File: src/logic/lc3b_pkg.sv
package lc3b_pkg;

	// basic widths.
	localparam int word_bits = 16;  // lc3b address and data word.
	localparam int line_bits = 128;  // eight words per line.

	// address split for the l1 and the victim buffer.
	localparam int offset_bits = 4;  // byte within the line.
	localparam int index_bits = 3;  // l1 set select.
	localparam int l1_tag_bits = 9;  // upper bits above the set.
	localparam int line_tag_bits = 12;  // full line address.

	// geometry.
	localparam int l1_sets = 8;  // direct mapped, one line per set.
	localparam int victim_entries = 4;  // fully associative.
	localparam int victim_slot_bits = $clog2(victim_entries);  // slot index and lru rank.

	typedef logic [word_bits-1:0] lc3b_word;
	typedef logic [line_bits-1:0] lc3b_cache_line;
	typedef logic [victim_slot_bits-1:0] victim_slot_t;

	// cpu side request, held until resp.
	typedef struct packed {
		logic read;  // read strobe.
		logic write;  // write strobe.
		logic [1:0] byte_enable;  // bit 1 is the high byte.
		lc3b_word address;  // byte address.
		lc3b_word wdata;  // write word.
	} mem_req_t;

	// line side request, held until resp.
	typedef struct packed {
		logic read;  // line fetch.
		logic write;  // line write out.
		logic dirty;  // line modified since fill.
		lc3b_word address;  // line aligned.
		lc3b_cache_line wdata;  // whole line.
	} line_req_t;

	// l1 controller.
	typedef enum logic [1:0] {
		l1_idle,  // lookup, hit serviced here.
		l1_evict,  // old line out to the line port.
		l1_fill,  // new line in.
		l1_respond  // one cycle resp to the cpu.
	} l1_state_e;

	// victim buffer sequencer.
	typedef enum logic [1:0] {
		vc_idle,  // lookup and install.
		vc_writeback,  // dirty lru line to pmem.
		vc_fetch,  // miss read from pmem.
		vc_done  // one cycle resp to the l1 side.
	} victim_state_e;

endpackage

File: src/logic/l1_cache.sv
`timescale 1ns/1ps

module l1_cache #(
	parameter bit writable = 1'b1  // 0 gives a read only cache.
) (
	input logic clk,
	input logic reset,
	input lc3b_pkg::mem_req_t cpu_req,
	output lc3b_pkg::lc3b_word cpu_rdata,
	output logic cpu_resp,
	output lc3b_pkg::line_req_t line_req,
	input lc3b_pkg::lc3b_cache_line line_rdata,
	input logic line_dirty,
	input logic line_resp
);

	// storage arrays.
	logic [lc3b_pkg::l1_tag_bits-1:0] tag_array [lc3b_pkg::l1_sets];
	lc3b_pkg::lc3b_cache_line data_array [lc3b_pkg::l1_sets];
	logic [lc3b_pkg::l1_sets-1:0] valid;  // per set.

	lc3b_pkg::l1_state_e state, next_state;

	// address fields of the held request.
	logic [lc3b_pkg::l1_tag_bits-1:0] tag;
	logic [lc3b_pkg::index_bits-1:0] index;
	logic [lc3b_pkg::offset_bits-2:0] word_sel;  // word within the line.

	logic access;  // read or write pending.
	logic hit;
	logic do_write;  // write that may modify the line.
	logic hit_now;  // lookup hit while idle.
	logic set_dirty;  // dirty bit of the addressed set.
	lc3b_pkg::lc3b_cache_line cur_line, merged_line;

	assign tag = cpu_req.address[lc3b_pkg::word_bits-1 -: lc3b_pkg::l1_tag_bits];
	assign index = cpu_req.address[lc3b_pkg::offset_bits +: lc3b_pkg::index_bits];
	assign word_sel = cpu_req.address[lc3b_pkg::offset_bits-1:1];

	assign access = cpu_req.read | cpu_req.write;
	assign hit = valid[index] && (tag_array[index] == tag);
	assign do_write = writable && cpu_req.write;  // icache ignores write data.
	assign hit_now = (state == lc3b_pkg::l1_idle) && access && hit;
	assign cur_line = data_array[index];

	// byte merge of the write word into the current line.
	always_comb begin
		merged_line = cur_line;
		if (cpu_req.byte_enable[0])
			merged_line[word_sel*lc3b_pkg::word_bits +: 8] = cpu_req.wdata[7:0];
		if (cpu_req.byte_enable[1])
			merged_line[word_sel*lc3b_pkg::word_bits + 8 +: 8] = cpu_req.wdata[15:8];
	end

	// dirty tracking exists only on the data side.
	if (writable) begin : g_dirty
		logic [lc3b_pkg::l1_sets-1:0] dirty;

		always_ff @(posedge clk) begin
			if (reset) begin
				dirty <= '0;
			end else if (hit_now && do_write) begin
				dirty[index] <= 1'b1;  // write hit marks the line.
			end else if (state == lc3b_pkg::l1_fill && line_resp) begin
				dirty[index] <= line_dirty;  // refill keeps the victim's dirty bit.
			end
		end

		assign set_dirty = dirty[index];
	end else begin : g_clean
		assign set_dirty = 1'b0;  // instruction lines are never modified.
	end

	// next state.
	always_comb begin
		next_state = state;
		unique case (state)
			lc3b_pkg::l1_idle: begin
				if (access && hit)
					next_state = lc3b_pkg::l1_respond;
				else if (access)
					next_state = valid[index] ? lc3b_pkg::l1_evict : lc3b_pkg::l1_fill;
			end
			lc3b_pkg::l1_evict: begin
				if (line_resp)
					next_state = lc3b_pkg::l1_fill;
			end
			lc3b_pkg::l1_fill: begin
				if (line_resp)
					next_state = lc3b_pkg::l1_idle;  // lookup again, now a hit.
			end
			lc3b_pkg::l1_respond: begin
				next_state = lc3b_pkg::l1_idle;
			end
		endcase
	end

	// control state.
	always_ff @(posedge clk) begin
		if (reset) begin
			state <= lc3b_pkg::l1_idle;
			valid <= '0;
		end else begin
			state <= next_state;
			if (state == lc3b_pkg::l1_fill && line_resp)
				valid[index] <= 1'b1;
		end
	end

	// arrays and read word.
	always_ff @(posedge clk) begin
		if (hit_now) begin
			cpu_rdata <= cur_line[word_sel*lc3b_pkg::word_bits +: lc3b_pkg::word_bits];
			if (do_write)
				data_array[index] <= merged_line;  // visible in the resp cycle.
		end else if (state == lc3b_pkg::l1_fill && line_resp) begin
			data_array[index] <= line_rdata;
			tag_array[index] <= tag;
		end
	end

	assign cpu_resp = (state == lc3b_pkg::l1_respond);

	// line port, held for the whole evict or fill.
	always_comb begin
		line_req = '0;
		line_req.read = (state == lc3b_pkg::l1_fill);
		line_req.write = (state == lc3b_pkg::l1_evict);
		line_req.dirty = (state == lc3b_pkg::l1_evict) && set_dirty;
		if (state == lc3b_pkg::l1_evict)
			line_req.address = {tag_array[index], index, {lc3b_pkg::offset_bits{1'b0}}};
		else
			line_req.address = {tag, index, {lc3b_pkg::offset_bits{1'b0}}};
		line_req.wdata = cur_line;  // old line on evict.
	end

endmodule

File: src/logic/line_arbiter.sv
`timescale 1ns/1ps

module line_arbiter (
	input logic clk,
	input logic reset,
	input lc3b_pkg::line_req_t i_req,
	input lc3b_pkg::line_req_t d_req,
	output lc3b_pkg::lc3b_cache_line i_rdata,
	output lc3b_pkg::lc3b_cache_line d_rdata,
	output logic i_dirty,
	output logic d_dirty,
	output logic i_resp,
	output logic d_resp,
	output lc3b_pkg::line_req_t req,
	input lc3b_pkg::lc3b_cache_line rdata,
	input logic dirty,
	input logic resp
);

	logic busy;  // a transaction owns the port.
	logic owner_d;  // 1 for the data side.
	logic i_pending, d_pending;
	logic i_owns, d_owns;

	assign i_pending = i_req.read | i_req.write;
	assign d_pending = d_req.read | d_req.write;

	// grant register, taken only while free.
	always_ff @(posedge clk) begin
		if (reset) begin
			busy <= 1'b0;
			owner_d <= 1'b0;
		end else if (!busy) begin
			if (d_pending || i_pending) begin
				busy <= 1'b1;
				owner_d <= d_pending;  // data wins ties.
			end
		end else if (resp) begin
			busy <= 1'b0;  // free in the cycle after resp.
		end
	end

	assign i_owns = busy && !owner_d;
	assign d_owns = busy && owner_d;

	// only the owner's request goes down.
	always_comb begin
		req = '0;
		if (d_owns)
			req = d_req;
		else if (i_owns)
			req = i_req;
	end

	// responses back to the owner only.
	assign i_resp = i_owns && resp;
	assign d_resp = d_owns && resp;
	assign i_dirty = i_owns && dirty;
	assign d_dirty = d_owns && dirty;
	assign i_rdata = i_owns ? rdata : '0;
	assign d_rdata = d_owns ? rdata : '0;

endmodule

File: src/logic/victim_cache.sv
`timescale 1ns/1ps

module victim_cache (
	input logic clk,
	input logic reset,
	input lc3b_pkg::line_req_t l1_req,
	output lc3b_pkg::lc3b_cache_line l1_rdata,
	output logic l1_dirty,
	output logic l1_resp,
	input lc3b_pkg::lc3b_cache_line pmem_rdata,
	input logic pmem_resp,
	output lc3b_pkg::lc3b_word pmem_address,
	output lc3b_pkg::lc3b_cache_line pmem_wdata,
	output logic pmem_read,
	output logic pmem_write
);

	// entry storage.
	logic [lc3b_pkg::line_tag_bits-1:0] tag_q [lc3b_pkg::victim_entries];
	lc3b_pkg::lc3b_cache_line line_q [lc3b_pkg::victim_entries];
	logic [lc3b_pkg::victim_entries-1:0] valid_q;
	logic [lc3b_pkg::victim_entries-1:0] dirty_q;
	lc3b_pkg::victim_slot_t rank_q [lc3b_pkg::victim_entries];  // 0 is most recent.

	lc3b_pkg::victim_state_e state, next_state;
	lc3b_pkg::victim_slot_t slot_q;  // entry being written back.

	logic [lc3b_pkg::line_tag_bits-1:0] req_tag;
	logic hit, has_free;
	lc3b_pkg::victim_slot_t hit_slot, free_slot, lru_slot, target;
	logic wb_needed;  // full and the lru line is dirty.
	logic install;  // take the l1 line into an entry.
	lc3b_pkg::victim_slot_t install_slot;
	logic read_hit;  // swap out on an idle read.

	assign req_tag = l1_req.address[lc3b_pkg::word_bits-1 -: lc3b_pkg::line_tag_bits];

	// parallel lookup over all entries.
	always_comb begin
		hit = 1'b0;
		hit_slot = '0;
		has_free = 1'b0;
		free_slot = '0;
		lru_slot = '0;
		for (int i = 0; i < lc3b_pkg::victim_entries; i++) begin
			if (valid_q[i] && tag_q[i] == req_tag) begin
				hit = 1'b1;
				hit_slot = lc3b_pkg::victim_slot_t'(i);
			end
			if (!valid_q[i] && !has_free) begin
				has_free = 1'b1;  // lowest free slot.
				free_slot = lc3b_pkg::victim_slot_t'(i);
			end
			if (rank_q[i] == lc3b_pkg::victim_slot_t'(lc3b_pkg::victim_entries - 1))
				lru_slot = lc3b_pkg::victim_slot_t'(i);
		end
	end

	// write target: same line, then a free entry, then lru.
	assign target = hit ? hit_slot : (has_free ? free_slot : lru_slot);
	assign wb_needed = !hit && !has_free && dirty_q[lru_slot];

	assign read_hit = (state == lc3b_pkg::vc_idle) && !l1_req.write && l1_req.read && hit;
	assign install = ((state == lc3b_pkg::vc_idle) && l1_req.write && !wb_needed)
		|| ((state == lc3b_pkg::vc_writeback) && pmem_resp);
	assign install_slot = (state == lc3b_pkg::vc_writeback) ? slot_q : target;

	// sequencer.
	always_comb begin
		next_state = state;
		unique case (state)
			lc3b_pkg::vc_idle: begin
				if (l1_req.write)
					next_state = wb_needed ? lc3b_pkg::vc_writeback : lc3b_pkg::vc_done;
				else if (l1_req.read)
					next_state = hit ? lc3b_pkg::vc_done : lc3b_pkg::vc_fetch;
			end
			lc3b_pkg::vc_writeback: begin
				if (pmem_resp)
					next_state = lc3b_pkg::vc_done;  // install happens on the same edge.
			end
			lc3b_pkg::vc_fetch: begin
				if (pmem_resp)
					next_state = lc3b_pkg::vc_done;
			end
			lc3b_pkg::vc_done: begin
				next_state = lc3b_pkg::vc_idle;
			end
		endcase
	end

	// control state, valid, dirty and lru order.
	always_ff @(posedge clk) begin
		if (reset) begin
			state <= lc3b_pkg::vc_idle;
			valid_q <= '0;
			dirty_q <= '0;
			slot_q <= '0;
			for (int i = 0; i < lc3b_pkg::victim_entries; i++)
				rank_q[i] <= lc3b_pkg::victim_slot_t'(i);  // any permutation works.
		end else begin
			state <= next_state;
			if (state == lc3b_pkg::vc_idle && l1_req.write)
				slot_q <= target;
			if (read_hit)
				valid_q[hit_slot] <= 1'b0;  // line moves back to the l1.
			if (install) begin
				valid_q[install_slot] <= 1'b1;
				dirty_q[install_slot] <= l1_req.dirty;
				for (int i = 0; i < lc3b_pkg::victim_entries; i++)
					if (rank_q[i] < rank_q[install_slot])
						rank_q[i] <= rank_q[i] + 1'b1;  // age the newer ones.
				rank_q[install_slot] <= '0;  // now most recent.
			end
		end
	end

	// payload.
	always_ff @(posedge clk) begin
		if (install) begin
			tag_q[install_slot] <= req_tag;
			line_q[install_slot] <= l1_req.wdata;
		end
		if (read_hit) begin
			l1_rdata <= line_q[hit_slot];
			l1_dirty <= dirty_q[hit_slot];  // dirtiness follows the line.
		end else if (state == lc3b_pkg::vc_fetch && pmem_resp) begin
			l1_rdata <= pmem_rdata;
			l1_dirty <= 1'b0;  // fresh from memory.
		end
	end

	assign l1_resp = (state == lc3b_pkg::vc_done);

	// physical memory port, stable through each state.
	assign pmem_read = (state == lc3b_pkg::vc_fetch);
	assign pmem_write = (state == lc3b_pkg::vc_writeback);
	assign pmem_wdata = line_q[slot_q];
	assign pmem_address = (state == lc3b_pkg::vc_writeback)
		? {tag_q[slot_q], {lc3b_pkg::offset_bits{1'b0}}}
		: {req_tag, {lc3b_pkg::offset_bits{1'b0}}};

endmodule

File: src/logic/mem_hierarchy.sv
`timescale 1ns/1ps

module mem_hierarchy (
	input logic clk,
	input logic reset,
	input lc3b_pkg::mem_req_t i_req,
	output lc3b_pkg::lc3b_word i_rdata,
	output logic i_resp,
	input lc3b_pkg::mem_req_t d_req,
	output lc3b_pkg::lc3b_word d_rdata,
	output logic d_resp,
	input logic pmem_resp,
	input lc3b_pkg::lc3b_cache_line pmem_rdata,
	output lc3b_pkg::lc3b_word pmem_address,
	output lc3b_pkg::lc3b_cache_line pmem_wdata,
	output logic pmem_read,
	output logic pmem_write
);

	// l1 line ports.
	lc3b_pkg::line_req_t i_line_req, d_line_req;
	lc3b_pkg::lc3b_cache_line i_line_rdata, d_line_rdata;
	logic i_line_dirty, d_line_dirty;
	logic i_line_resp, d_line_resp;

	// arbiter to victim buffer.
	lc3b_pkg::line_req_t v_req;
	lc3b_pkg::lc3b_cache_line v_rdata;
	logic v_dirty, v_resp;

	l1_cache #(.writable(1'b0)) icache (  // read only.
		.clk,
		.reset,
		.cpu_req(i_req),
		.cpu_rdata(i_rdata),
		.cpu_resp(i_resp),
		.line_req(i_line_req),
		.line_rdata(i_line_rdata),
		.line_dirty(i_line_dirty),
		.line_resp(i_line_resp)
	);

	l1_cache #(.writable(1'b1)) dcache (
		.clk,
		.reset,
		.cpu_req(d_req),
		.cpu_rdata(d_rdata),
		.cpu_resp(d_resp),
		.line_req(d_line_req),
		.line_rdata(d_line_rdata),
		.line_dirty(d_line_dirty),
		.line_resp(d_line_resp)
	);

	line_arbiter arbiter (
		.clk,
		.reset,
		.i_req(i_line_req),
		.d_req(d_line_req),
		.i_rdata(i_line_rdata),
		.d_rdata(d_line_rdata),
		.i_dirty(i_line_dirty),
		.d_dirty(d_line_dirty),
		.i_resp(i_line_resp),
		.d_resp(d_line_resp),
		.req(v_req),
		.rdata(v_rdata),
		.dirty(v_dirty),
		.resp(v_resp)
	);

	victim_cache victim (  // talks straight to pmem.
		.clk,
		.reset,
		.l1_req(v_req),
		.l1_rdata(v_rdata),
		.l1_dirty(v_dirty),
		.l1_resp(v_resp),
		.pmem_rdata,
		.pmem_resp,
		.pmem_address,
		.pmem_wdata,
		.pmem_read,
		.pmem_write
	);

endmodule

File: config.mk
export PLATFORM = sky130hd
export DESIGN_NAME = mem_hierarchy
export DESIGN_NICKNAME = d
export VERILOG_FILES = /design/src/logic/lc3b_pkg.sv /design/src/logic/l1_cache.sv /design/src/logic/line_arbiter.sv /design/src/logic/victim_cache.sv /design/src/logic/mem_hierarchy.sv
export SDC_FILE = /design/constraint.sdc
export NUM_CORES = 2
export LEC_CHECK = 0
export BUFFER_PORTS_ARGS = -buffer_cell sky130_fd_sc_hd__buf_2
export CAP_MARGIN = 40
export CORE_ASPECT_RATIO = 0.7
export CORE_MARGIN = 4
export CORE_UTILIZATION = 31
export CTS_CLUSTER_SIZE = 30
export DETAILED_ROUTE_END_ITERATION = 12
export GPL_TIMING_DRIVEN = 0
export PLACE_DENSITY_LB_ADDON = 0.2
export SLEW_MARGIN = 15
export SYNTH_ARGS = -nofsm -noshare
export SYNTH_HDL_FRONTEND = slang
export SYNTH_SLANG_ARGS = --single-unit
File: constraint.sdc
create_clock -name clk -period 22.4 [get_ports clk]
set_input_delay 2.24 -clock clk [delete_from_list [all_inputs] [get_ports clk]]
set_output_delay 2.24 -clock clk [all_outputs]
set_load 0.005 [all_outputs]
# Yosys cells after proc, flatten, opt, wreduce, memory -nomap -nowiden
# Memory sizes are Yosys's and may differ from the RTL's. A register that Yosys moved wholly into a read port is not among the register bits.
# Index checks and enable logic that the tools add are counted.
dict set report word_totals {
  regBits 203
  latch_bits 0
  ram_bits 2760
  mem_bits_ro 0
  in_bits 203
  output_inout_bits 180
  word_cells 270
  n_memories 7
}
dict set report classes {
  addsub 7
  mul 0
  n_div 0
  magnitude_cmp 13
  eq_ne 26
  shifts 6
  muxes 121
  n_bitwise 16
  reduce_logical 59
}
# memory depth width read_ports rd_ports_with_merged_regs wr line_no
set mem_list {}
lappend mem_list {dcache.data_array 8 128 1 0 1 l1_cache.sv:19} ;# lc3b_pkg::lc3b_cache_line data_array [lc3b_pkg::l1_sets];
lappend mem_list {icache.data_array 8 128 1 0 1 l1_cache.sv:19}
lappend mem_list {victim.line_q 4 128 2 1 1 victim_cache.sv:20} ;# lc3b_pkg::lc3b_cache_line line_q [lc3b_pkg::victim_entries];
lappend mem_list {dcache.tag_array 8 9 1 0 1 l1_cache.sv:18} ;# logic [lc3b_pkg::l1_tag_bits-1:0] tag_array [lc3b_pkg::l1_sets];
lappend mem_list {icache.tag_array 8 9 1 0 1 l1_cache.sv:18}
lappend mem_list {victim.tag_q 4 12 5 1 1 victim_cache.sv:19} ;# logic [lc3b_pkg::line_tag_bits-1:0] tag_q [lc3b_pkg::victim_entries];
lappend mem_list {{1 more memories} n/a n/a n/a n/a n/a n/a}
# op n
set ops {}
lappend ops {{2-to-1 mux 128 bit} 7}
lappend ops {{2-to-1 mux 147 bit} 2}
lappend ops {{bitwise mux 128 bit} 2}
lappend ops {{variable shift 8 x 34 -> 128 bit (first input constant)} 2}
lappend ops {{variable part select 128 x 8 -> 16 bit} 2}
lappend ops {{variable part select 8 x 34 -> 128 bit} 2}
lappend ops {{2-to-1 mux 2 bit} 31}
lappend ops {{2-to-1 mux 1 bit} 57}
lappend ops {{== test 12 bit} 4}
lappend ops {{2-to-1 mux 16 bit} 3}
lappend ops {{logical AND 1 bit} 37}
lappend ops {{negation 32 -> 34 bit} 1}
lappend ops {{negation 7 -> 34 bit} 1}
lappend ops {{bitwise OR 8 bit} 3}
lappend ops {{== test 2 bit (second input constant)} 9}
lappend ops {{== test 9 bit} 2}
lappend ops {{2-to-1 mux 8 bit} 2}
lappend ops {{one-hot mux 2 bit (4 select lines)} 2}
lappend ops {{2-to-1 mux 4 bit} 3}
lappend ops {{zero test 1 bit} 10}
lappend ops {{binary-select mux 1 bit (select 3 bit)} 3}
lappend ops {{< comparator 2 x 3 -> 1 bit (second input constant)} 3}
lappend ops {{bitwise OR 1 bit} 9}
lappend ops {{adder 2 x 1 -> 2 bit (second input constant)} 4}
lappend ops {{26 further kinds} 47}

# Depth between registers and ports, before layout
dict set report logic_depth {
  depth_word 20
  ltp_mapped 20
  depth_no_buf 17
}

# Cells and area by module
# From an unflattened synthesis, not the netlist that was laid out.
dict set report hier_totals {
  cells_unflattened 8064
  hier_area_um2 125875.7
}
# mod instances cells_per_inst area_per_inst_um2 seq_area_each_um2
set modules_own_cells {}
lappend modules_own_cells {{l1_cache (dcache)} 1 3021 46837.4 33752.4}
lappend modules_own_cells {{l1_cache (icache)} 1 2277 43696.9 33592.2}
lappend modules_own_cells {victim_cache 1 2126 30795.8 21130.3}
lappend modules_own_cells {line_arbiter 1 640 4545.6 40.0}

# Least setup slack after synthesis
# No wires, ideal clock.
dict set report synth_path {
  kind {input to register}
  startpoint {input i_req[20] (netlist name)}
  endpoint {memory icache.data_array[0][0] (netlist name) (enable)}
  setup_time_ps 970
  arrival_time_ps 16859
  required_time_ps 21430
  slack_ps 4571
  stages 13
  path_buffers 5
  path_cell_list {buf_6 buf_6 buf_6 clkbuf_1 nor3_1 clkbuf_1 a22oi_1 nand4_1 o21ai_0 nor3_1 nand3_1 o21ai_1 nor4_1}
}
dict set report synth_via {
  elab_chain_cells 6
  elab_cells_between_ends 8
  cone_classes {eq/ne: 1; mux: 4; reduce/logical: 2; memory: 1}
}
# element line_no
set synth_lines {}
lappend synth_lines {{start: declaration} mem_hierarchy.sv:6} ;# input lc3b_pkg::mem_req_t i_req,
lappend synth_lines {{memory (8 x 9 bit) / binary-select mux 1 bit (select 3 bit) (equally long branches)} n/a}
lappend synth_lines {{== test 9 bit / 2-to-1 mux 1 bit (equally long branches)} l1_cache.sv:41} ;# assign hit = valid[index] && (tag_array[index] == tag);
lappend synth_lines {{logical AND 1 bit} l1_cache.sv:41}
lappend synth_lines {{logical AND 1 bit} l1_cache.sv:43} ;# assign hit_now = (state == lc3b_pkg::l1_idle) && access && hit;
lappend synth_lines {{2-to-1 mux 1 bit} l1_cache.sv:112} ;# if (hit_now) begin
lappend synth_lines {{2-to-1 mux 1 bit (not written as such)} l1_cache.sv:117} ;# data_array[index] <= line_rdata;
lappend synth_lines {{end: declaration} l1_cache.sv:19}
# Parallel ways exist; a longest one is shown, timed or not. The select of a mux whose other input is x is not followed.

# Final worst setup path
dict set report layout_path {
  startpoint {input d_req[20] (netlist name)}
  endpoint {memory dcache.data_array[2][120] (netlist name) (enable)}
}
dict set report layout_via {
  elab_chain_cells 7
  elab_cells_between_ends 11
  cone_classes {eq/ne: 1; mux: 6; bitwise: 1; reduce/logical: 2; memory: 1}
}
# element line_no
set layout_lines {}
lappend layout_lines {{start: declaration} mem_hierarchy.sv:9} ;# input lc3b_pkg::mem_req_t d_req,
lappend layout_lines {{memory (8 x 9 bit) / binary-select mux 1 bit (select 3 bit) (equally long branches)} n/a}
lappend layout_lines {{== test 9 bit / 2-to-1 mux 1 bit (equally long branches)} l1_cache.sv:41}
lappend layout_lines {{logical AND 1 bit *} l1_cache.sv:41}
lappend layout_lines {{logical AND 1 bit *} l1_cache.sv:43}
lappend layout_lines {{via dcache.hit_now} l1_cache.sv:32} ;# logic hit_now;
lappend layout_lines {{2-to-1 mux 1 bit} l1_cache.sv:112}
lappend layout_lines {{2-to-1 mux 1 bit (on tied branches)} {l1_cache.sv:115, l1_cache.sv:117}}
lappend layout_lines {{bitwise OR 1 bit (no line) *} n/a}
lappend layout_lines {{end: declaration} l1_cache.sv:19}
# Mark *: on every way through the listed nets, which the timed path passes. The rest lies on a longest branch. The select of a mux whose other input is x is not followed.

==> summary.md <==
| Metric | Value |
|---|---|
| Top cells by area, synth | edfxtp_1, a22oi_1, mux4_2 |
| Die area | 397600 um^2 |
| # port buffers | 355 |
| Area Growth Syn to Fin | 20.81% |
| Count leader, synth | edfxtp_1 |
| Clock slew at reported path FFs | 0.06 ns |
| First-pass GRT wire length | 718900 um |
| Final wirelength | 551100 um |
| Hold path endpoint | dcache.valid[3] |
| VDD IR-drop max | 0.00007005 V |
| Synthesized flop and latch total | 2965 |
| CTS tree | done |
| Worst Reg-to-Reg Cells | 17 |
| Comb pwr share | 0.110 |
| GPL Wtd Cong | 1.062 |
| Fin area | 145100 um^2 |
| Antenna Violating Nets Remaining | 0 |
| Num rows | 190 |
| Antenna violations before repair | 93 |
| DP HPWL | 423000 um |
| Fraction of registers with async set/reset | 0 |
| Pin count of the biggest net entering global routing | 63 |
| Sequential share of power | 0.498 |
| Setup Buffers After CTS | 0 |
| Die Span Y | 528.8 um |
| Clk Latency, worst-skew pair | 0.97 ns |
| Fin nets | 9045 |
| Min-delay src | dcache.valid[3] |
| Placed cell area | 135100 um^2 |
| Reg-to-reg critical path endpoint | victim.l1_rdata[81] |
| Max FO, Critical Path | 18 |
| Clock share of power | 0.392 |
| Top_reg_cell synth | edfxtp_1 |
| Drt pass-1 iters | 6 |
| Resized cells post-CTS | 0 |
| Relative slew margins | 0.2967 |
| Syn_area_per_cell | 15.81 um^2 |
| Startpoint Class | input port |
| Hold path depth | 2 |
| Setup TNS | 0 ns |
| Starting density of the core | 0.3126 |
| Cell area power density | 88.99 nW/um^2 |
| CP peak stage delay | 0.65 ns |
| Synth warn | 0 |
| Crit Path Class | input port to flop |
| P_sw | 3.388 mW |
| CTS sink cnt | 2965 |
| RSZ-0062 raised after global routing | no |
| Worst EP arrival | 9.72 ns |
| Wire per inst | 38.70 um |
| # DRC | 0 |
| Status | complete, no violations |
| Fmax | 109.7 MHz |
| Actual slew at the worst max-slew pin | 1.055 ns |
| Cells after synthesis | 7598 |
| Minimum clock period after layout | 9.116 ns |
| Most common cell on crit path | buf_4 |
| Die W | 752.0 um |
| Most common library cells after synthesis | edfxtp_1, a22oi_1, clkbuf_1, nand2_1, a21oi_1 |
| CTS buffer count | 304 |
| Final setup violation count | 0 |
| Top cell type's share of synthesized area | 0.7283 |
| CTS root buf | clkbuf_16 |
| Area leader, netlist | edfxtp_1 |
| Seq/Total Area, Yosys | 0.7370 |
| Core Area | 384200 um^2 |
| Final Hold Fails | 0 |
| Final max-slew violation count | 0 |
| GRT Total Usage | 0.2673 |
| Max-cap viol count | 0 |
| DR vias/cell | 5.909 |
| CTS Buffer Depth | 4 |
| Synth Cell Area | 120100 um^2 |
| Critical path capture point type | flop |
| FILL cells | 36030 |
| IO Pins | 383 |
| Critical R2R Launch | arbiter.owner_d |
| EDFF count, synth | 2913 |
| Crit path launch | d_req[20] |
| Vias in the first global route | 78310 |
| Lkg Pwr | 47.26 nW |
| Via Count | 84150 |
| CP max-delay cell | clkbuf_2 |
| H-tree depth | 5 |
| Final Cycle Share | 0.4070 |
| Min-Delay Path Class | flop to flop |
| Req. time, crit path | 23.00 ns |
| R2R setup slack | 14.97 ns |
| Clock skew | 0.1152 ns |
| Grt ovf | 0 |
| Initial DRC Count | 13580 |
| Layout cells sized above 1 | 0.1926 |
| Hold-fix buffers, CTS | 0 |
| Synth cell types | 88 |
| Sw Ratio | 0.2624 |
| Pint | 9.524 mW |
==> cell type report <==
type / instances / area, um^2 / share of cell area
Inverter: 52 / 210.2 / 0.001449
Tap cell: 5088 / 6366 / 0.04388
Clock buffer: 384 / 8035 / 0.05538
Buffer: 560 / 2272 / 0.01566
Clock inverter: 161 / 1525 / 0.01051
Multi-Input combinational cell: 4024 / 29410 / 0.2027
Timing Repair Buffer: 914 / 8529 / 0.05879
Sequential cell: 2965 / 88510 / 0.6101
Antenna cell: 92 / 230.2 / 0.001587
==> stage by stage <==
stage / total power, mW / instances / hold WS [ns] / worst slack, ns / utilization
global placement: 7.847 / 13040 / 0.4480 / -13.36 / 0.3339
finish: 12.91 / 14240 / 0.4764 / 13.28 / 0.3777
detailed placement: 7.911 / 13580 / 0.4560 / 12.50 / 0.3516
CTS: 12.89 / 14120 / 0.4718 / 13.42 / 0.3765
global route: 13.22 / 14210 / 0.5020 / 13.16 / 0.3775
floorplan: 7.079 / 7601 / 0.4372 / 4.571 / -
==> sequential cells by signal, indices dropped and copies added, names as in the netlist, named ones only <==
signal and cells:
arbiter.busy 1, arbiter.owner_d 1, dcache.cpu_rdata 16, dcache.data_array 1024, dcache.g_dirty.dirty 8, dcache.state 2, dcache.tag_array 72, dcache.valid 8
icache.cpu_rdata 16, icache.data_array 1024, icache.state 2, icache.tag_array 72, icache.valid 8, victim.dirty_q 4, victim.l1_dirty 1, victim.l1_rdata 128
victim.line_q 512, victim.rank_q 8, victim.slot_q 2, victim.state 2, victim.tag_q 48, victim.valid_q 4
==> worst max path at each step <==
| stage | endpoint |
|---|---|
| finish | dcache.data_array[2][120] |
| CTS | dcache.data_array[2][120] |
| detailed placement | dcache.data_array[2][81] |
| global placement | icache.data_array[0][89] |
| global route | dcache.data_array[2][120] |
| floorplan | icache.data_array[0][0] |
==> cell usage in the layout, fill, tap and decap left out, types with 23 or more instances in the layout <==
master	count
edfxtp_1	2913
a22oi_1	962
clkbuf_1	478
buf_2	441
nand2_1	404
a21oi_1	369
o21ai_0	328
clkbuf_16	310
nor2_1	237
and2_1	206
mux4_2	200
buf_6	195
nand4_1	144
nand3_1	139
buf_4	132
and3_1	131
mux2i_1	106
diode_2	92
and4_1	88
o2bb2ai_1	81
a211oi_1	72
o211a_1	72
buf_8	71
buf_12	67
buf_1	66
clkbuf_2	64
mux2_2	59
dfxtp_1	52
clkinv_1	52
clkinv_2	50
a22o_1	49
inv_1	49
a221oi_1	46
buf_16	33
a31oi_1	28
xor2_1	28
xnor2_1	24
nor3_1	23
==> cells by family (layout without fill, tap and decap cells) <==
logic type               Yosys count  in the layout  synth area share
adder cells (fa/ha/maj)           21             21          0.002188
other                              1             96        0.00003122
XOR/XNOR                          52             52          0.003792
AO/OA/AOI/OAI                   2116           2116            0.1217
buffers and inverters            612           2071           0.01981
AND/OR/NAND/NOR                 1462           1462           0.06321
multiplexers                     369            369           0.05228
flip-flops                      2965           2965            0.7370
==> layer usage <==
layer / wire length [um] / GRT usage / part of all wire
met1: 224000 / 0.3763 / 0.41
met2: 228400 / 0.3764 / 0.41
met3: 69510 / 0.08201 / 0.13
met4: 28950 / 0.1208 / 0.053
met5: 181 / 0.001821 / 0.00033
==> worst max-delay path: cells and delay by family <==
| family | cells | cell delay (ns) |
|---|---|---|
| AOI/OAI and AO/OA | 1 | 0.30 |
| and+or+nand+nor | 8 | 2.28 |
| buffers and inverters | 20 | 4.80 |
==> power by group through the flow <==
stage | clock [mW] | sequential, mW | combinational (mW)
6_report | 5.06 | 6.44 | 1.42
5_1_grt | 5.34 | 6.43 | 1.45
4_1_cts | 5.09 | 6.43 | 1.36
3_5_place_dp | 0 | 6.55 | 1.36
3_3_place_gp | 0 | 6.58 | 1.27
2_1_floorplan | 0 | 6.48 | 0.600
Note: power is estimated with default switching activity, not from simulation.
